--- config.mk ---
export PLATFORM = sky130hd
export DESIGN_NAME = miss_replay_queue
export DESIGN_NICKNAME = d
export VERILOG_FILES = /design/src/hw/replay_pkg.sv /design/src/hw/mop_lane_if.sv /design/src/hw/miss_replay_lane.sv /design/src/hw/replay_ctrl.sv /design/src/hw/miss_replay_queue.sv
export SDC_FILE = /design/constraint.sdc
export NUM_CORES = 1
export LEC_CHECK = 0
export BUFFER_PORTS_ARGS = -buffer_cell sky130_fd_sc_hd__buf_2
export CORE_MARGIN = 5
export CORE_UTILIZATION = 30
export CTS_BUF_LIST = sky130_fd_sc_hd__clkbuf_16
export CTS_CLUSTER_DIAMETER = 150
export DETAILED_ROUTE_END_ITERATION = 12
export HOLD_SLACK_MARGIN = 0.1
export PLACE_DENSITY = 0.55
export SLEW_MARGIN = 5
export SYNTH_ARGS = -nofsm -noshare
export SYNTH_HDL_FRONTEND = slang
export SYNTH_SLANG_ARGS = --single-unit
--- constraint.sdc ---
create_clock -name clk -period 9.1 [get_ports clk]
set_input_delay 1.82 -clock clk [delete_from_list [all_inputs] [get_ports clk]]
set_output_delay 1.82 -clock clk [all_outputs]
set_load 0.05 [all_outputs]
--- src/hw/replay_pkg.sv ---
// ==========================================================================
// Miss replay queue shared definitions
// ==========================================================================

package replay_pkg;

  // queue geometry
  localparam int QUEUE_DEPTH = 4;
  localparam int QPTR_WIDTH  = 2;
  localparam int CNT_WIDTH   = 3;

  // memory op fields
  localparam int VADDR_WIDTH       = 44;
  localparam int PAGE_OFFSET_WIDTH = 14;
  localparam int PAGE_WIDTH        = 30;
  localparam int SZ_WIDTH          = 5;
  localparam int ATTR_WIDTH        = 4;
  localparam int LSQ_WIDTH         = 9;

  // head processing states
  localparam int STATE_WIDTH = 2;
  localparam logic [STATE_WIDTH-1:0] ST_SETTLE = 2'd0;
  localparam logic [STATE_WIDTH-1:0] ST_REQ0   = 2'd1;
  localparam logic [STATE_WIDTH-1:0] ST_REQ1   = 2'd2;
  localparam logic [STATE_WIDTH-1:0] ST_BEAT   = 2'd3;

  // virtual address, flat or as page number plus offset
  typedef union packed {
    logic [VADDR_WIDTH-1:0] raw;
    struct packed {
      logic [PAGE_WIDTH-1:0]        page;
      logic [PAGE_OFFSET_WIDTH-1:0] offset;
    } split;
  } vaddr_u;

endpackage

--- src/hw/mop_lane_if.sv ---
// ==========================================================================
// One lane memory op
// ==========================================================================

`timescale 1ns/100ps

interface mop_lane_if;

  logic                              en;
  logic                              thread;
  replay_pkg::vaddr_u                addr;
  logic [replay_pkg::SZ_WIDTH-1:0]   sz;
  logic [replay_pkg::ATTR_WIDTH-1:0] attr;
  logic [replay_pkg::LSQ_WIDTH-1:0]  lsq;

  // producer side
  modport src (
    output en,
    output thread,
    output addr,
    output sz,
    output attr,
    output lsq
  );

  // consumer side
  modport dst (
    input en,
    input thread,
    input addr,
    input sz,
    input attr,
    input lsq
  );

endinterface

--- src/hw/miss_replay_lane.sv ---
// ==========================================================================
// Miss replay lane storage and output select
// ==========================================================================

`timescale 1ns/100ps

module miss_replay_lane (
  input  logic                                  clk,
  input  logic                                  rst,
  mop_lane_if.dst                               op_i,
  mop_lane_if.src                               op_o,
  input  logic                                  miss_i,
  input  logic                                  wr_en_i,
  input  logic [replay_pkg::QPTR_WIDTH-1:0]     wr_ptr_i,
  input  logic [replay_pkg::QPTR_WIDTH-1:0]     rd_ptr_i,
  input  logic                                  init_i,
  input  logic                                  replay_i,
  input  logic                                  except_i,
  input  logic                                  except_thread_i,
  output logic                                  live_o,
  output logic [replay_pkg::PAGE_WIDTH-1:0]     page_o,
  output logic [replay_pkg::ATTR_WIDTH-1:0]     attr_o
);

  // op payload per entry
  logic [replay_pkg::VADDR_WIDTH-1:0] addr_mem [replay_pkg::QUEUE_DEPTH];
  logic [replay_pkg::SZ_WIDTH-1:0]    sz_mem   [replay_pkg::QUEUE_DEPTH];
  logic [replay_pkg::ATTR_WIDTH-1:0]  attr_mem [replay_pkg::QUEUE_DEPTH];
  logic [replay_pkg::LSQ_WIDTH-1:0]   lsq_mem  [replay_pkg::QUEUE_DEPTH];

  // per-entry miss, thread and invalid bits
  logic [replay_pkg::QUEUE_DEPTH-1:0] miss_q;
  logic [replay_pkg::QUEUE_DEPTH-1:0] thr_q;
  logic [replay_pkg::QUEUE_DEPTH-1:0] inv_q;
  logic [replay_pkg::QPTR_WIDTH-1:0]  rd_ptr_q;

  // registered head view
  replay_pkg::vaddr_u                 head_addr;
  logic [replay_pkg::SZ_WIDTH-1:0]    head_sz;
  logic [replay_pkg::ATTR_WIDTH-1:0]  head_attr;
  logic [replay_pkg::LSQ_WIDTH-1:0]   head_lsq;
  logic                               head_thread;
  logic                               head_live;
  logic                               head_kill;

  // init sweep writes an all-zero op
  always_ff @(posedge clk) begin
    if (wr_en_i) begin
      addr_mem[wr_ptr_i] <= init_i ? '0 : op_i.addr.raw;
      sz_mem[wr_ptr_i]   <= init_i ? '0 : op_i.sz;
      attr_mem[wr_ptr_i] <= init_i ? '0 : op_i.attr;
      lsq_mem[wr_ptr_i]  <= init_i ? '0 : op_i.lsq;
    end
    head_addr.raw <= addr_mem[rd_ptr_i];
    head_sz       <= sz_mem[rd_ptr_i];
    head_attr     <= attr_mem[rd_ptr_i];
    head_lsq      <= lsq_mem[rd_ptr_i];
  end

  always_ff @(posedge clk) begin
    if (rst) begin
      miss_q   <= '0;
      thr_q    <= '0;
      inv_q    <= '0;
      rd_ptr_q <= '0;
    end else begin
      rd_ptr_q <= rd_ptr_i;
      // thread exception kills every stored op of that thread
      if (except_i) begin
        for (int k = 0; k < replay_pkg::QUEUE_DEPTH; k++) begin
          if (thr_q[k] == except_thread_i) begin
            inv_q[k] <= 1'b1;
          end
        end
      end
      if (wr_en_i) begin
        if (init_i) begin
          miss_q[wr_ptr_i] <= 1'b0;
          thr_q[wr_ptr_i]  <= 1'b0;
          inv_q[wr_ptr_i]  <= 1'b0;
        end else begin
          miss_q[wr_ptr_i] <= miss_i;
          thr_q[wr_ptr_i]  <= op_i.thread;
          // exception in the capture cycle also hits the new entry
          inv_q[wr_ptr_i]  <= except_i && (except_thread_i == op_i.thread);
        end
      end
    end
  end

  // miss and invalid are looked up live so a late exception is seen
  assign head_thread = thr_q[rd_ptr_q];
  assign head_live   = miss_q[rd_ptr_q] & ~inv_q[rd_ptr_q];
  assign head_kill   = except_i & (except_thread_i == head_thread);

  assign live_o = head_live;
  assign page_o = head_addr.split.page;
  assign attr_o = head_attr;

  // replay beat shows the head, otherwise pass through
  assign op_o.en     = replay_i ? (head_live & ~head_kill) : op_i.en;
  assign op_o.thread = replay_i ? head_thread : op_i.thread;
  assign op_o.addr   = replay_i ? head_addr : op_i.addr;
  assign op_o.sz     = replay_i ? head_sz : op_i.sz;
  assign op_o.attr   = replay_i ? head_attr : op_i.attr;
  assign op_o.lsq    = replay_i ? head_lsq : op_i.lsq;

endmodule

--- src/hw/replay_ctrl.sv ---
// ==========================================================================
// Miss replay queue control
// ==========================================================================

`timescale 1ns/100ps

module replay_ctrl (
  input  logic                                  clk,
  input  logic                                  rst,
  input  logic                                  miss0_i,
  input  logic                                  miss1_i,
  input  logic                                  mlbreq_ack_i,
  input  logic                                  live0_i,
  input  logic                                  live1_i,
  input  logic [replay_pkg::PAGE_WIDTH-1:0]     page0_i,
  input  logic [replay_pkg::PAGE_WIDTH-1:0]     page1_i,
  input  logic [replay_pkg::ATTR_WIDTH-1:0]     attr0_i,
  input  logic [replay_pkg::ATTR_WIDTH-1:0]     attr1_i,
  output logic                                  wr_en_o,
  output logic [replay_pkg::QPTR_WIDTH-1:0]     wr_ptr_o,
  output logic [replay_pkg::QPTR_WIDTH-1:0]     rd_ptr_o,
  output logic                                  init_o,
  output logic                                  replay_o,
  output logic                                  skip_o,
  output logic                                  mlbreq_en_o,
  output logic [replay_pkg::PAGE_WIDTH-1:0]     mlbreq_page_o,
  output logic [replay_pkg::ATTR_WIDTH-1:0]     mlbreq_attr_o
);

  logic                                  init_q;
  logic [replay_pkg::QPTR_WIDTH-1:0]     init_cnt_q;
  logic [replay_pkg::QPTR_WIDTH-1:0]     wr_ptr_q;
  logic [replay_pkg::QPTR_WIDTH-1:0]     rd_ptr_q;
  logic [replay_pkg::CNT_WIDTH-1:0]      count_q;
  logic [replay_pkg::STATE_WIDTH-1:0]    state_q;
  logic [replay_pkg::STATE_WIDTH-1:0]    state_d;
  logic                                  req_q;
  logic                                  capture;
  logic                                  beat;
  logic                                  in_req;
  logic                                  lane_live;
  logic                                  req_done;

  // misses are dropped while the sweep runs
  assign capture = (miss0_i | miss1_i) & ~init_q;
  assign beat    = (state_q == replay_pkg::ST_BEAT);

  // lane 0 asks first, then lane 1
  assign in_req    = (state_q == replay_pkg::ST_REQ0) | (state_q == replay_pkg::ST_REQ1);
  assign lane_live = (state_q == replay_pkg::ST_REQ1) ? live1_i : live0_i;

  // once raised, the request stays up until ack
  assign mlbreq_en_o = in_req & (lane_live | req_q);
  assign req_done    = ~mlbreq_en_o | mlbreq_ack_i;

  always_comb begin
    state_d = state_q;
    case (state_q)
      replay_pkg::ST_SETTLE: begin
        // head view has had a cycle to follow the pointer
        if (count_q != '0) begin
          state_d = replay_pkg::ST_REQ0;
        end
      end
      replay_pkg::ST_REQ0: begin
        if (req_done) begin
          state_d = replay_pkg::ST_REQ1;
        end
      end
      replay_pkg::ST_REQ1: begin
        if (req_done) begin
          state_d = replay_pkg::ST_BEAT;
        end
      end
      default: begin
        state_d = replay_pkg::ST_SETTLE;
      end
    endcase
  end

  always_ff @(posedge clk) begin
    if (rst) begin
      state_q <= replay_pkg::ST_SETTLE;
      req_q   <= 1'b0;
    end else begin
      state_q <= state_d;
      req_q   <= mlbreq_en_o & ~mlbreq_ack_i;
    end
  end

  // init sweep over all entries after reset
  always_ff @(posedge clk) begin
    if (rst) begin
      init_q     <= 1'b1;
      init_cnt_q <= '0;
    end else if (init_q) begin
      init_cnt_q <= init_cnt_q + 1'b1;
      if (init_cnt_q == replay_pkg::QPTR_WIDTH'(replay_pkg::QUEUE_DEPTH - 1)) begin
        init_q <= 1'b0;
      end
    end
  end

  // pointers and occupancy
  always_ff @(posedge clk) begin
    if (rst) begin
      wr_ptr_q <= '0;
      rd_ptr_q <= '0;
      count_q  <= '0;
    end else begin
      if (capture) begin
        wr_ptr_q <= wr_ptr_q + 1'b1;
      end
      if (beat) begin
        rd_ptr_q <= rd_ptr_q + 1'b1;
      end
      case ({capture, beat})
        2'b10:   count_q <= count_q + 1'b1;
        2'b01:   count_q <= count_q - 1'b1;
        default: count_q <= count_q;
      endcase
    end
  end

  assign wr_en_o  = init_q | capture;
  assign wr_ptr_o = init_q ? init_cnt_q : wr_ptr_q;
  assign rd_ptr_o = rd_ptr_q;
  assign init_o   = init_q;
  assign replay_o = beat;

  // upstream stalls while anything is queued
  assign skip_o = (count_q != '0);

  assign mlbreq_page_o = (state_q == replay_pkg::ST_REQ1) ? page1_i : page0_i;
  assign mlbreq_attr_o = (state_q == replay_pkg::ST_REQ1) ? attr1_i : attr0_i;

endmodule

--- src/hw/miss_replay_queue.sv ---
// ==========================================================================
// Miss replay queue, two lanes
// ==========================================================================

`timescale 1ns/100ps

module miss_replay_queue (
  input  logic                                  clk,
  input  logic                                  rst,
  input  logic                                  miss0_i,
  input  logic                                  miss1_i,
  input  logic                                  lane0_en_i,
  input  logic                                  lane0_thread_i,
  input  replay_pkg::vaddr_u                    lane0_addr_i,
  input  logic [replay_pkg::SZ_WIDTH-1:0]       lane0_sz_i,
  input  logic [replay_pkg::ATTR_WIDTH-1:0]     lane0_attr_i,
  input  logic [replay_pkg::LSQ_WIDTH-1:0]      lane0_lsq_i,
  input  logic                                  lane1_en_i,
  input  logic                                  lane1_thread_i,
  input  replay_pkg::vaddr_u                    lane1_addr_i,
  input  logic [replay_pkg::SZ_WIDTH-1:0]       lane1_sz_i,
  input  logic [replay_pkg::ATTR_WIDTH-1:0]     lane1_attr_i,
  input  logic [replay_pkg::LSQ_WIDTH-1:0]      lane1_lsq_i,
  input  logic                                  except_i,
  input  logic                                  except_thread_i,
  input  logic                                  mlbreq_ack_i,
  output logic                                  lane0_en_o,
  output logic                                  lane0_thread_o,
  output replay_pkg::vaddr_u                    lane0_addr_o,
  output logic [replay_pkg::SZ_WIDTH-1:0]       lane0_sz_o,
  output logic [replay_pkg::ATTR_WIDTH-1:0]     lane0_attr_o,
  output logic [replay_pkg::LSQ_WIDTH-1:0]      lane0_lsq_o,
  output logic                                  lane1_en_o,
  output logic                                  lane1_thread_o,
  output replay_pkg::vaddr_u                    lane1_addr_o,
  output logic [replay_pkg::SZ_WIDTH-1:0]       lane1_sz_o,
  output logic [replay_pkg::ATTR_WIDTH-1:0]     lane1_attr_o,
  output logic [replay_pkg::LSQ_WIDTH-1:0]      lane1_lsq_o,
  output logic                                  skip_o,
  output logic                                  mlbreq_en_o,
  output logic [replay_pkg::PAGE_WIDTH-1:0]     mlbreq_page_o,
  output logic [replay_pkg::ATTR_WIDTH-1:0]     mlbreq_attr_o
);

  logic                                  wr_en;
  logic [replay_pkg::QPTR_WIDTH-1:0]     wr_ptr;
  logic [replay_pkg::QPTR_WIDTH-1:0]     rd_ptr;
  logic                                  init;
  logic                                  replay;
  logic                                  live0;
  logic                                  live1;
  logic [replay_pkg::PAGE_WIDTH-1:0]     page0;
  logic [replay_pkg::PAGE_WIDTH-1:0]     page1;
  logic [replay_pkg::ATTR_WIDTH-1:0]     attr0;
  logic [replay_pkg::ATTR_WIDTH-1:0]     attr1;

  mop_lane_if lane0_in_if ();
  mop_lane_if lane0_out_if ();
  mop_lane_if lane1_in_if ();
  mop_lane_if lane1_out_if ();

  // incoming ops
  assign lane0_in_if.en     = lane0_en_i;
  assign lane0_in_if.thread = lane0_thread_i;
  assign lane0_in_if.addr   = lane0_addr_i;
  assign lane0_in_if.sz     = lane0_sz_i;
  assign lane0_in_if.attr   = lane0_attr_i;
  assign lane0_in_if.lsq    = lane0_lsq_i;

  assign lane1_in_if.en     = lane1_en_i;
  assign lane1_in_if.thread = lane1_thread_i;
  assign lane1_in_if.addr   = lane1_addr_i;
  assign lane1_in_if.sz     = lane1_sz_i;
  assign lane1_in_if.attr   = lane1_attr_i;
  assign lane1_in_if.lsq    = lane1_lsq_i;

  // outgoing ops
  assign lane0_en_o     = lane0_out_if.en;
  assign lane0_thread_o = lane0_out_if.thread;
  assign lane0_addr_o   = lane0_out_if.addr;
  assign lane0_sz_o     = lane0_out_if.sz;
  assign lane0_attr_o   = lane0_out_if.attr;
  assign lane0_lsq_o    = lane0_out_if.lsq;

  assign lane1_en_o     = lane1_out_if.en;
  assign lane1_thread_o = lane1_out_if.thread;
  assign lane1_addr_o   = lane1_out_if.addr;
  assign lane1_sz_o     = lane1_out_if.sz;
  assign lane1_attr_o   = lane1_out_if.attr;
  assign lane1_lsq_o    = lane1_out_if.lsq;

  miss_replay_lane lane0 (
    .clk             (clk),
    .rst             (rst),
    .op_i            (lane0_in_if.dst),
    .op_o            (lane0_out_if.src),
    .miss_i          (miss0_i),
    .wr_en_i         (wr_en),
    .wr_ptr_i        (wr_ptr),
    .rd_ptr_i        (rd_ptr),
    .init_i          (init),
    .replay_i        (replay),
    .except_i        (except_i),
    .except_thread_i (except_thread_i),
    .live_o          (live0),
    .page_o          (page0),
    .attr_o          (attr0)
  );

  miss_replay_lane lane1 (
    .clk             (clk),
    .rst             (rst),
    .op_i            (lane1_in_if.dst),
    .op_o            (lane1_out_if.src),
    .miss_i          (miss1_i),
    .wr_en_i         (wr_en),
    .wr_ptr_i        (wr_ptr),
    .rd_ptr_i        (rd_ptr),
    .init_i          (init),
    .replay_i        (replay),
    .except_i        (except_i),
    .except_thread_i (except_thread_i),
    .live_o          (live1),
    .page_o          (page1),
    .attr_o          (attr1)
  );

  replay_ctrl ctrl (
    .clk           (clk),
    .rst           (rst),
    .miss0_i       (miss0_i),
    .miss1_i       (miss1_i),
    .mlbreq_ack_i  (mlbreq_ack_i),
    .live0_i       (live0),
    .live1_i       (live1),
    .page0_i       (page0),
    .page1_i       (page1),
    .attr0_i       (attr0),
    .attr1_i       (attr1),
    .wr_en_o       (wr_en),
    .wr_ptr_o      (wr_ptr),
    .rd_ptr_o      (rd_ptr),
    .init_o        (init),
    .replay_o      (replay),
    .skip_o        (skip_o),
    .mlbreq_en_o   (mlbreq_en_o),
    .mlbreq_page_o (mlbreq_page_o),
    .mlbreq_attr_o (mlbreq_attr_o)
  );

endmodule

After elaboration in Yosys (flattened, before gate mapping)
Memories as Yosys holds them, arrays and structs flattened. A register that Yosys moved wholly into a read port is not among the register bits.
Index checks and enable logic that the tools add are counted.

cells by class
  multiplexer cells = 73
  add/subtract/negate cells = 5
  $lt $le $gt $ge = 3
  bitwise gates (word level) = 28
  reductions and logical operators = 7
  equal/unequal tests = 21

operators with widths
  kind                   number
  $mux W44               4
  $mux W4                17
  $mux W9                4
  $mux W30               1
  $and A4 B4 Y4          6
  $bwmux W4              6
  $mux W1                24
  $mux W5                4
  $bmux W1 S2            6
  $eq A1 B1 Y1           12
  $and A1 B1 Y1          9
  $eq A2 B2 Y1 const B   4
  $mux W2                4
  $not A1 Y1             7
  $add A2 B1 Y2 const B  3
  $lt A2 B3 Y1 const B   2
  $pmux W2 S3            1
  $pmux W3 S2            1
  $or A1 B1 Y1           5
  $eq A2 B1 Y1 const B   2
  $ne A2 B1 Y1 const B   2
  $not A4 Y4             1
  $add A3 B1 Y3 const B  1
  $logic_and A1 B1 Y1    3
  8 further kinds        8

word-level totals
  word-level logic and storage cells = 159
  bits in writable memories = 496
  bits of input ports = 135
  register bits after elaboration = 39
  memories = 8
  output and inout port bits = 164

memories
  name            depth  bits a word  rd ports  clocked after Yosys merged registers in  write ports  RTL line                text
  lane0.addr_mem  4      44           1         1                                        1            miss_replay_lane.sv:26  logic [replay_pkg::VADDR_WIDTH-1:0] addr_mem [replay_pkg::QUEUE_DEPTH];
  lane1.addr_mem  4      44           1         1                                        1            miss_replay_lane.sv:26
  lane0.lsq_mem   4      9            1         1                                        1            miss_replay_lane.sv:29  logic [replay_pkg::LSQ_WIDTH-1:0] lsq_mem [replay_pkg::QUEUE_DEPTH];
  lane1.lsq_mem   4      9            1         1                                        1            miss_replay_lane.sv:29
  lane0.sz_mem    4      5            1         1                                        1            miss_replay_lane.sv:27  logic [replay_pkg::SZ_WIDTH-1:0] sz_mem [replay_pkg::QUEUE_DEPTH];
  lane1.sz_mem    4      5            1         1                                        1            miss_replay_lane.sv:27
  +2 memories     n/a    n/a          n/a       n/a                                      n/a          n/a

Logic depth before layout (Yosys ltp)
Gate-level depths: netlist (run 1).

  word-level depth = 11
  depth in mapped cells = 8
  mapped depth without buffers = 7

Cells and area by module
Synthesis (run 1) repeated with hierarchy kept, for this count alone.

unflattened totals
  cell total of the unflattened synthesis = 1364
  area, all modules = 25933.6 um2

by module, submodules not included
  module            area an instance (um2)  times used  cells an instance  seq. area each (um2)
  miss_replay_lane  12381.9                 2           624                8968.6
  replay_ctrl       1169.9                  1           116                260.2

Least setup slack after synthesis (run 1)
Ideal clock, no wire load.

  path type = in2reg
  from = input miss1_i
  to = register lane0.thr_q[2] (netlist bit)
  arrival = 5820 ps
  library setup time = 128 ps
  stages = 4
  path slack = 3152 ps
  required time = 8972 ps
  path buffers = 0
  path through = nor3_2 > a21oi_2 > mux2i_1 > nor2_1

between the ends
  longest elaborated chain between the ends = 3

ends and longest elaborated chain
  element                         RTL line                 text
  start: declaration              miss_replay_queue.sv:11  input logic miss1_i,
  $or A1 B1 Y1                    replay_ctrl.sv:45        assign capture = (miss0_i | miss1_i) & ~init_q;
  $and A1 B1 Y1                   replay_ctrl.sv:45
  $or A1 B1 Y1                    replay_ctrl.sv:125       assign wr_en_o = init_q | capture;
  end signal: indexed assignment  miss_replay_lane.sv:83   thr_q[wr_ptr_i] <= op_i.thread;
  end: declaration                miss_replay_lane.sv:33   logic [replay_pkg::QUEUE_DEPTH-1:0] thr_q;

Every way passes these cells.
A chain may end at the register's enable or synchronous reset.

==> results of run 1 <==
critical path, stage by stage, from the launching register on:
cell and delay [ns]:
dfxtp_1 0.44, ha_4 0.44, buf_4 0.65, mux2_2 0.41, buf_2 0.21
how the worst max path moves through the flow:
stage                    startpoint               endpoint  slack [ns]  cells past startpoint
floorplan                   miss1_i         lane0.thr_q[2]        3.15                      4
global placement    except_thread_i             lane1_en_o        4.45                      5
detailed placement          miss0_i  lane1.addr_mem[0][14]        4.45                      5
CTS                 ctrl.state_q[1]       lane0_addr_o[38]        4.35                      4
global route        ctrl.state_q[1]       lane0_addr_o[38]        4.25                      4
finish              ctrl.state_q[1]       lane0_addr_o[38]        4.42                      4
report_power, final:
group / internal [uW] / total [uW] / switching [uW]
sequential: 3920 / 4120 / 203
combinational: 443 / 1330 / 885
clock: 1750 / 2950 / 1200
total: 6110 / 8400 / 2280
sequential cells by signal, summed over array words and instances (netlist names), 5 cells and up:
signal	flops
lane1.lsq_mem	36
lane1.addr_mem	176
lane0.sz_mem	20
lane0.head_lsq	9
lane0.head_sz	5
lane1.sz_mem	20
lane0.lsq_mem	36
lane1.head_lsq	9
lane0.attr_mem	16
lane1.head_sz	5
lane0.head_addr	44
lane0.addr_mem	176
lane1.head_addr	44
lane1.attr_mem	16
per-layer routing:
layer  wire length [um]  GRT usage (%)  vias to the layer above
met5                 13              0                        -
met4                904           2.89                        2
met3               2900           2.85                       75
met2              26300           20.0                      286
met1              24300           15.7                     6480
li1                   -              -                     5730
layout make-up:
type,instances,area (um^2)
fillers,7856,53100
clock buffers,74,1850
inverters,9,38.8
repair buffers,315,1620
diodes,1,2.50
well taps,1080,1350
multi-input cells,562,6610
flip-flops and latches,659,18200
clock inverters,61,581
through the flow:
| step | worst slack, ns | cell area (um^2) | power, uW | std cells |
|---|---|---|---|---|
| finish | 4.42 | 30200 | 8400 | 2761 |
| global route | 4.25 | 30200 | 8790 | 2760 |
| CTS | 4.35 | 30200 | 8550 | 2760 |
| detailed placement | 4.45 | 27800 | 5550 | 2625 |
| global placement | 4.45 | 27800 | 5520 | 2625 |
| floorplan | 3.15 | 25100 | 5110 | 1299 |
cell usage after synthesis, types with 2 or more instances:
library cell / count / share of area, %
nand2_1: 3 / 0.045
buf_2: 28 / 0.56
o21bai_1: 6 / 0.18
clkbuf_1: 28 / 0.42
nand4_1: 4 / 0.10
a21oi_1: 13 / 0.26
and2_1: 2 / 0.050
xnor2_1: 16 / 0.56
nand3b_1: 5 / 0.15
dfxtp_1: 163 / 13
nor2b_1: 129 / 3.2
mux2_2: 162 / 7.3
a211oi_1: 15 / 0.45
inv_1: 8 / 0.12
mux4_2: 128 / 11
a21oi_2: 2 / 0.070
or3b_1: 2 / 0.070
buf_1: 8 / 0.12
ha_1: 6 / 0.30
a32oi_1: 2 / 0.070
buf_4: 2 / 0.060
edfxtp_1: 496 / 59
nor2_1: 22 / 0.33
mux2i_1: 11 / 0.44
xor2_1: 3 / 0.10
nand2b_1: 14 / 0.35
kinds of logic after synthesis:
| group | Yosys count | synth area share [%] |
|---|---|---|
| compound gates | 42 | 1.25 |
| xor+xnor | 19 | 0.663 |
| fa+ha+maj | 7 | 0.379 |
| buf+inv | 78 | 1.41 |
| flops | 659 | 72.4 |
| mux | 302 | 19.3 |
| simple gates | 192 | 4.68 |
==> results.py, run 1 <==
metrics = {
    "floorplan": {
        "dieHeight_um": 299,
        "start_util_pct": 30.1,
        "dieWidth_um": 299,
        "dieArea_um2": 89500,
        "io_pins": 299,
        "rows": 106,
        "core_area_um2": 83300,
    },
    "global_routing": {
        "grt_pass1_wl_mm": 83.4,
        "grt.total_usage_pct": 11.9,
        "overflow": 0,
        "grt_pass1_vias": 13700,
        "antenna_found_initial": 2,
        "grt_max_degree": 76,
    },
    "setup_path": {
        "cp.required_ns": 7.28,
        "reg2reg_slack_ns": 4.92,
        "timing.rr.end": "lane1.addr_mem[0][1]",
        "worstSetupPathType": "reg -> out",
        "reg2reg_depth": 5,
        "rr_startpoint": "ctrl.init_o",
        "crit_path_start_kind": "register",
        "endpoint_kind": "primary output",
        "path_max_fanout": 59,
        "critPathArrivalTime_ns": 2.86,
    },
    "placed_design": {
        "routabilityCongestion": 0.725,
        "port_buffers": 298,
        "hpwl_mm": 31.9,
    },
    "power_and_ir_drop": {
        "leakagePower_uw": 0.0105,
        "ir_drop_mv": 0.151,
        "power_density_nw_per_um2": 278,
    },
    "sta": {
        "skew_ns": 0.0222,
        "setup_tns_ns": 0,
        "relSlewSlack_pct": 23.6,
        "rsz0062_at_grt": "false",
        "fin_crit_ns": 4.68,
        "timing.hold.ws_ns": 0.475,
        "final_max_slew_viol_count": 0,
        "tightest_slew_ns": 1.14,
        "finalSetupViolCount": 0,
        "period_share_pct": 51.4,
        "fmax_mhz": 214,
        "finalHoldViolCount": 0,
    },
    "routing": {
        "wl_per_cell_um": 19.7,
        "drc": 0,
        "dr.first_iter.drc_count": 612,
        "viasPerCell": 4.55,
        "drt_wl_total_mm": 54.5,
        "drt_pass1_iterations": 4,
        "antenna_left": 0,
        "vias": 12600,
    },
    "cells_and_area": {
        "nets": 1763,
        "area_growth_pct": 20.4,
        "mostFrequentLayoutCells": "edfxtp_1 (496), buf_2 (298), mux2_2 (162), dfxtp_1 (160), nor2b_1 (129)",
        "layout_commonest_cell": "edfxtp_1",
        "final_util_pct": 36.3,
        "drive_above_1_share_pct": 43.5,
    },
    "clock_network": {
        "postCtsSetupBuffers": 0,
        "clk_pin_slew_worst_paths_ns": 0.06,
        "clkLatencyLatePin_ns": 0.59,
        "cts_sinks": 659,
        "numCtsBuffers": 74,
        "cts_htree_levels": 3,
        "hold_buffers": 0,
        "ctsLongestPathBuffers": 3,
        "cts_resized": 0,
        "root_buffer": "clkbuf_16",
        "tritoncts": "yes",
    },
    "synthesis": {
        "yosys_warnings": 0,
        "syn-instance-count": 1299,
        "yosysSeqAreaShare_pct": 72.4,
        "ys.flop_type": "edfxtp_1",
        "netlist_area_um2": 25100,
        "syn_area_per_cell_um2": 19.3,
        "synth_nets": 1441,
        "yosysUniqueCellTypes": 47,
        "synth_seq_cells": 659,
        "async_flop_share_pct": 0,
        "synth_edf_count": 496,
    },
    "hold_path": {
        "worstHoldStart": "lane1.miss_q[1]",
        "hold_path.class": "reg -> reg",
        "hold_depth": 2,
        "whs_endpoint": "lane1.miss_q[1]",
    },
    "run_status": {
        "status": "finished clean",
    },
    "job": {
        "max-cap-violations": 0,
    },
}
No activity file was read; power rests on OpenSTA's default activity.
==> inputs of run 2 (changes only) <==
--- a/config.mk
+++ b/config.mk
@@ -5,6 +5,7 @@
 export SDC_FILE = /design/constraint.sdc
 export NUM_CORES = 1
 export LEC_CHECK = 0
+export ABC_AREA = 1
 export BUFFER_PORTS_ARGS = -buffer_cell sky130_fd_sc_hd__buf_2
 export CORE_MARGIN = 5
 export CORE_UTILIZATION = 30
==> constraint.sdc (replaced) <==
create_clock -name clk -period 4.78 [get_ports clk]
set_input_delay 0.956 -clock clk [delete_from_list [all_inputs] [get_ports clk]]
set_output_delay 0.956 -clock clk [all_outputs]
set_load 0.05 [all_outputs]
==> run 2 against run 1 <==
Combinational power grew to 3.4 times the previous value. First-iteration DRC count increased by 93%. Final cell count increased by 32%. Worst hold slack worse by 0.013 ns. Critical path type unchanged. Critical endpoint is now mlbreq_page_o[1].
==> results.py, run 2 <==
metrics = {
    "run_status": {
        "status": "finished clean",
    },
    "floorplan": {
        "start_util_pct": 30.2,
        "dieArea_um2": 89800,
        "core_area_um2": 83400,
        "dieWidth_um": 300,
        "dieHeight_um": 300,
        "io_pins": 299,
        "rows": 106,
    },
    "cells_and_area": {
        "seqCellArea_um2": 18200,
        "diodes": 0,
        "multi_input_area_um2": 5860,
        "mostFrequentLayoutCells": "edfxtp_1 (496), o21ai_0 (404), nor2_1 (393), buf_2 (298), nand2_1 (259)",
        "nets": 2652,
        "top_regs": "lane0.addr_mem x176, lane1.addr_mem x176",
        "drive_above_1_share_pct": 17.4,
        "instances_no_fill": 3650,
        "area_growth_pct": 20.3,
        "layout_commonest_cell": "edfxtp_1",
        "fin_area_um2": 30300,
        "fill_cells": 8252,
    },
    "synthesis": {
        "yosys_warnings": 0,
        "synth-compound-area-share_pct": 12.3,
        "synth_edf_count": 496,
        "synth-simple-area-share_pct": 10.4,
        "async_flop_share_pct": 0,
        "netlist_area_um2": 25200,
        "synth_commonest_cells": "edfxtp_1 (496), o21ai_0 (404), nor2_1 (394)",
        "synth_top_family_by_area": "compound AO/OA/AOI/OAI gates",
        "yosys.area.top_type": "edfxtp_1",
        "synth_seq_cells": 659,
        "yosysUniqueCellTypes": 29,
        "synth_nets": 2388,
        "ys.flop_type": "edfxtp_1",
        "synth.top_cell.area_share_pct": 59.1,
        "syn-instance-count": 2246,
        "syn_area_per_cell_um2": 11.2,
        "yosysSeqAreaShare_pct": 72.1,
        "synthAdderAreaFrac_pct": 0.378,
        "synth_xor_area_share_pct": 0.0348,
        "synth_area_leaders": "edfxtp_1 (59%), dfxtp_1 (13%), o21ai_0 (8.0%)",
        "synth.most_common_cell": "edfxtp_1",
        "synthMuxAreaShare_pct": 0,
    },
    "placed_design": {
        "port_buffers": 298,
        "dp_worst_setup_slack_ns": 1.63,
        "hpwl_mm": 39.5,
        "placed_area_um2": 27800,
        "routabilityCongestion": 0.788,
        "place_inst": 3515,
    },
    "sta": {
        "finalHoldViolCount": 0,
        "relSlewSlack_pct": 33.1,
        "fin_ws_ns": 1.06,
        "period_share_pct": 77.9,
        "rsz0062_at_grt": "false",
        "finalSetupViolCount": 0,
        "setup_tns_ns": 0,
        "timing.hold.ws_ns": 0.462,
        "fin_crit_ns": 3.72,
        "tightest_slew_ns": 1.00,
        "fmax_mhz": 269,
        "skew_ns": 0.0134,
        "final_max_slew_viol_count": 0,
    },
    "routing": {
        "wl_per_cell_um": 18.2,
        "drc": 0,
        "antenna_left": 0,
        "vias": 17200,
        "drt_wl_total_mm": 66.4,
        "viasPerCell": 4.71,
        "drt_pass1_iterations": 5,
        "dr.first_iter.drc_count": 1182,
    },
    "setup_path": {
        "crit_path_start_kind": "register",
        "worstSetupPathType": "reg -> out",
        "path_max_fanout": 35,
        "cp_cell_sequence": "inv_1 -> ha_2 -> inv_2 -> nand2_1 -> nand2_1 -> buf_2",
        "critical_path.startpoint": "ctrl.state_q[0]",
        "reg2reg_slack_ns": 1.95,
        "cp.required_ns": 3.82,
        "endpoint_kind": "primary output",
        "critPathArrivalTime_ns": 2.77,
        "crit_path_top_delay_cell": "inv_2",
        "timing.rr.end": "ctrl.count_q[2]",
        "path_buf_inv": 3,
        "reg2reg_depth": 10,
        "cp_top_family": "buffers and inverters",
        "slowest_delay_ns": 0.59,
        "rr_startpoint": "ctrl.init_o",
        "crit_top_cell": "nand2_1",
    },
    "hold_path": {
        "whs_endpoint": "ctrl.wr_ptr_q[1]",
        "hold_path.class": "reg -> reg",
        "hold_depth": 1,
        "worstHoldStart": "ctrl.wr_ptr_q[1]",
    },
    "clock_network": {
        "cts_sinks": 659,
        "hold_buffers": 0,
        "numCtsBuffers": 73,
        "tritoncts": "yes",
        "postCtsSetupBuffers": 0,
        "clk_pin_slew_worst_paths_ns": 0.05,
        "cts_htree_levels": 3,
        "ctsLongestPathBuffers": 3,
        "root_buffer": "clkbuf_16",
        "clkLatencyLatePin_ns": 0.60,
        "cts_resized": 0,
    },
    "global_routing": {
        "grt.total_usage_pct": 14.3,
        "grt_pass1_wl_mm": 99.9,
        "grt_max_degree": 120,
        "grt_pass1_vias": 16600,
        "overflow": 0,
        "antenna_found_initial": 0,
    },
    "power_and_ir_drop": {
        "power_density_nw_per_um2": 611,
        "leakagePower_uw": 0.0117,
        "ir_drop_mv": 0.322,
    },
    "job": {
        "max-cap-violations": 0,
    },
}
run 2: cell types whose count changed after synthesis, sizes merged, moves of 15 or more:
cell / delta
inv: +162
mux2: -163
mux4: -128
clkbuf: +72
o21ai: +409
nand2: +258
a211oi: -15
nand3: +21
nor2b: -129
o22ai: +124
nor2: +374
xnor2: -16
a21oi: +24
run 2: worst max-delay path by stage:
stage / endpoint / cells past startpoint
detailed placement: mlbreq_page_o[1] / 6
floorplan: lane0.inv_q[1] / 5
CTS: mlbreq_page_o[1] / 6
global route: mlbreq_page_o[25] / 6
finish: mlbreq_page_o[1] / 6
global placement: mlbreq_page_o[25] / 6
run 2: where the power goes:
group | leakage (uW) | internal [uW] | switching [uW]
Clock | 0.00124 | 3440 | 2250
Sequential | 0.00619 | 7650 | 620
Combinational | 0.00422 | 983 | 3580
Total | 0.0117 | 12100 | 6450
run 2: kinds of logic (layout without fill, tap and decap cells):
family / count (synthesis) / count (layout)
simple gates: 686 / 686
flops: 659 / 659
compound gates: 584 / 584
buf+inv: 309 / 633
fa+ha+maj: 7 / 7
xor+xnor: 1 / 1
run 2: per-stage QoR:
step / total power, uW / util, %
2_1_floorplan: 11400 / -
3_3_place_gp: 13000 / 33.4
3_5_place_dp: 13000 / 33.4
4_1_cts: 18800 / 36.3
5_1_grt: 19400 / 36.3
6_report: 18500 / 36.3
run 2: final cells by class:
| type | count | share of cell area [%] |
|---|---|---|
| well taps | 1080 | 4.46 |
| repair buffers | 325 | 5.92 |
| clock inverters | 62 | 2.05 |
| flip-flops and latches | 659 | 60.0 |
| clock buffers | 73 | 6.03 |
| multi-input cells | 1278 | 19.4 |
| inverters | 173 | 2.21 |
run 2: per-layer routing:
metal	track usage, %	vias up	share of wire, %	routed length (um)
met3	2.66	83	5.1	3360
met5	0	-	0	0
met1	19.0	8395	45	29600
li1	-	8327	-	-
met2	24.0	378	48	32000
met4	4.05	0	2.1	1380
==> inputs of run 3 (changes only) <==
--- a/config.mk
+++ b/config.mk
@@ -13,7 +13,7 @@
 export CTS_CLUSTER_DIAMETER = 150
 export DETAILED_ROUTE_END_ITERATION = 12
 export HOLD_SLACK_MARGIN = 0.1
-export PLACE_DENSITY = 0.55
+export PLACE_DENSITY = 0.56
 export SLEW_MARGIN = 5
 export SYNTH_ARGS = -nofsm -noshare
 export SYNTH_HDL_FRONTEND = slang
==> constraint.sdc (replaced) <==
create_clock -name clk -period 3.3 [get_ports clk]
set_input_delay 0.66 -clock clk [delete_from_list [all_inputs] [get_ports clk]]
set_output_delay 0.66 -clock clk [all_outputs]
set_load 0.05 [all_outputs]
==> run 3 against run 2 <==
Via count rose by 0.38%. Total power increased by 42%. Final cell count about the same. Worst setup slack worse by 0.86 ns. Critical endpoint is now mlbreq_page_o[6]. Global-route usage up 0.15 points. Die area stayed put. Sequential power is 44% higher. Combinational power is 48% higher. Clock power rose by 34%. Sequential cell count unchanged. Routed wire length rose by 1.5%.
==> results.py, run 3 (synthesis results as in run 2) <==
metrics = {
    "run_status": {
        "status": "finished clean",
    },
    "clock_network": {
        "ctsLongestPathBuffers": 3,
        "tritoncts": "yes",
        "numCtsBuffers": 70,
        "cts_htree_levels": 3,
        "clkLatencyLatePin_ns": 0.60,
        "cts_sinks": 659,
        "hold_buffers": 0,
        "clk_pin_slew_worst_paths_ns": 0.06,
        "root_buffer": "clkbuf_16",
    },
    "sta": {
        "period_share_pct": 94.1,
        "tightest_slew_ns": 1.09,
        "finalHoldViolCount": 0,
        "rsz0062_at_grt": "false",
        "finalSetupViolCount": 0,
        "setup_tns_ns": 0,
        "final_max_slew_viol_count": 0,
        "fmax_mhz": 322,
        "fin_crit_ns": 3.10,
        "skew_ns": 0.0244,
        "relSlewSlack_pct": 27.5,
    },
    "global_routing": {
        "grt_max_degree": 132,
        "overflow": 0,
        "grt_pass1_vias": 16600,
        "antenna_found_initial": 1,
        "grt_pass1_wl_mm": 101,
        "grt.total_usage_pct": 14.4,
    },
    "setup_path": {
        "crit_path_start_kind": "register",
        "worstSetupPathType": "reg -> out",
        "cp.required_ns": 2.64,
        "path_max_fanout": 21,
        "critPathArrivalTime_ns": 2.44,
        "endpoint_kind": "primary output",
    },
    "floorplan": {
        "rows": 106,
        "dieWidth_um": 300,
        "core_area_um2": 83400,
        "dieHeight_um": 300,
        "io_pins": 299,
        "start_util_pct": 30.2,
        "dieArea_um2": 89800,
    },
    "placed_design": {
        "place_inst": 3516,
        "port_buffers": 298,
        "placed_area_um2": 27900,
        "routabilityCongestion": 0.806,
        "hpwl_mm": 39.5,
    },
    "hold_path": {
        "hold_path.class": "in -> reg",
    },
    "power_and_ir_drop": {
        "ir_drop_mv": 0.661,
        "power_uw": 26300,
        "power_density_nw_per_um2": 871,
        "leakagePower_uw": 0.0116,
    },
    "routing": {
        "drt_pass1_iterations": 5,
        "dr.first_iter.drc_count": 1325,
        "viasPerCell": 4.73,
        "drt_wl_total_mm": 67.4,
        "vias": 17200,
        "antenna_left": 0,
        "dr_wl_met3_mm": 3.96,
        "drc": 0,
        "wl_met2_mm": 31.9,
        "wl_per_cell_um": 18.5,
        "wl_met1_mm": 29.6,
        "top_layer": "met4",
    },
    "cells_and_area": {
        "mostFrequentLayoutCells": "edfxtp_1 (496), o21ai_0 (401), nor2_1 (392), buf_2 (298), nand2_1 (257)",
        "layout_commonest_cell": "edfxtp_1",
        "instances_no_fill": 3647,
        "fin_area_um2": 30200,
        "drive_above_1_share_pct": 17.4,
        "nets": 2651,
        "area_growth_pct": 19.8,
        "top_regs": "lane0.addr_mem x176, lane1.addr_mem x176",
    },
    "job": {
        "max-cap-violations": 0,
    },
}
==> run 3: cell types whose count changed in the layout (fill, tap and decap cells not counted), sizes merged <==
cell	previous run	this run
bufinv	12	6
inv	191	196
buf	325	327
clkbuf	73	72
diode	0	3
clkinv	31	23
clkinvlp	1	3
==> run 3: report_power, final <==
group          internal (uW)  total, uW  switching [uW]  leakage [uW]
registers              11100      11900             797       0.00619
logic                   1440       6750            5310       0.00424
clock network           4440       7640            3200       0.00116
total                  17000      26300            9310        0.0116
==> run 3: stage by stage <==
stage / utilization, % / hold WS (ns) / worst slack, ns
floorplan: - / 0.422 / -0.124
global placement: 33.5 / 0.441 / 0.707
detailed placement: 33.5 / 0.445 / 0.681
CTS: 36.1 / 0.197 / 0.0318
global route: 36.2 / 0.223 / 0.0615
finish: 36.2 / 0.251 / 0.196
==> run 3: area by class of cell <==
type | count | area [um^2]
antenna | 3 | 7.51
clock buffer | 72 | 1800
clock inverter | 55 | 428
fill | 8235 | 53200
inverter | 173 | 673
multi-input combinational | 1278 | 5890
sequential | 659 | 18200
tap | 1080 | 1350
timing repair buffer | 327 | 1850
==> run 3: metal layers <==
metal  global-route usage [%]  up-vias
li1                         -     8314
met1                     19.7     8350
met2                     23.7      476
met3                     2.32      109
met4                     4.79        0
met5                        0        -
==> run 3: critical path, cell delays in order, from the launching register on <==
cell and delay (ns):
dfxtp_1 0.42, inv_1 0.11, ha_2 0.20, clkinv_2 0.28, buf_4 0.32, nand2_1 0.16
nand2_1 0.09, buf_2 0.26
==> run 3: repair_timing <==
item                                    CTS  global route
resized for setup                         0             1
setup buffers                             0             1
endpoints found under the setup margin    0             6
==> run 3: final timing paths <==
kind | end | startpoint | slack [ns] | cells past startpoint
worst max-delay path | mlbreq_page_o[6] | ctrl.state_q[0] | 0.20 | 7
worst min-delay path | ctrl.req_q | mlbreq_ack_i | 0.25 | 2
worst max register to register | lane1.addr_mem[3][25] | ctrl.init_o | 0.79 | 6
worst min register to register | ctrl.wr_ptr_q[1] | ctrl.wr_ptr_q[1] | 0.45 | 1
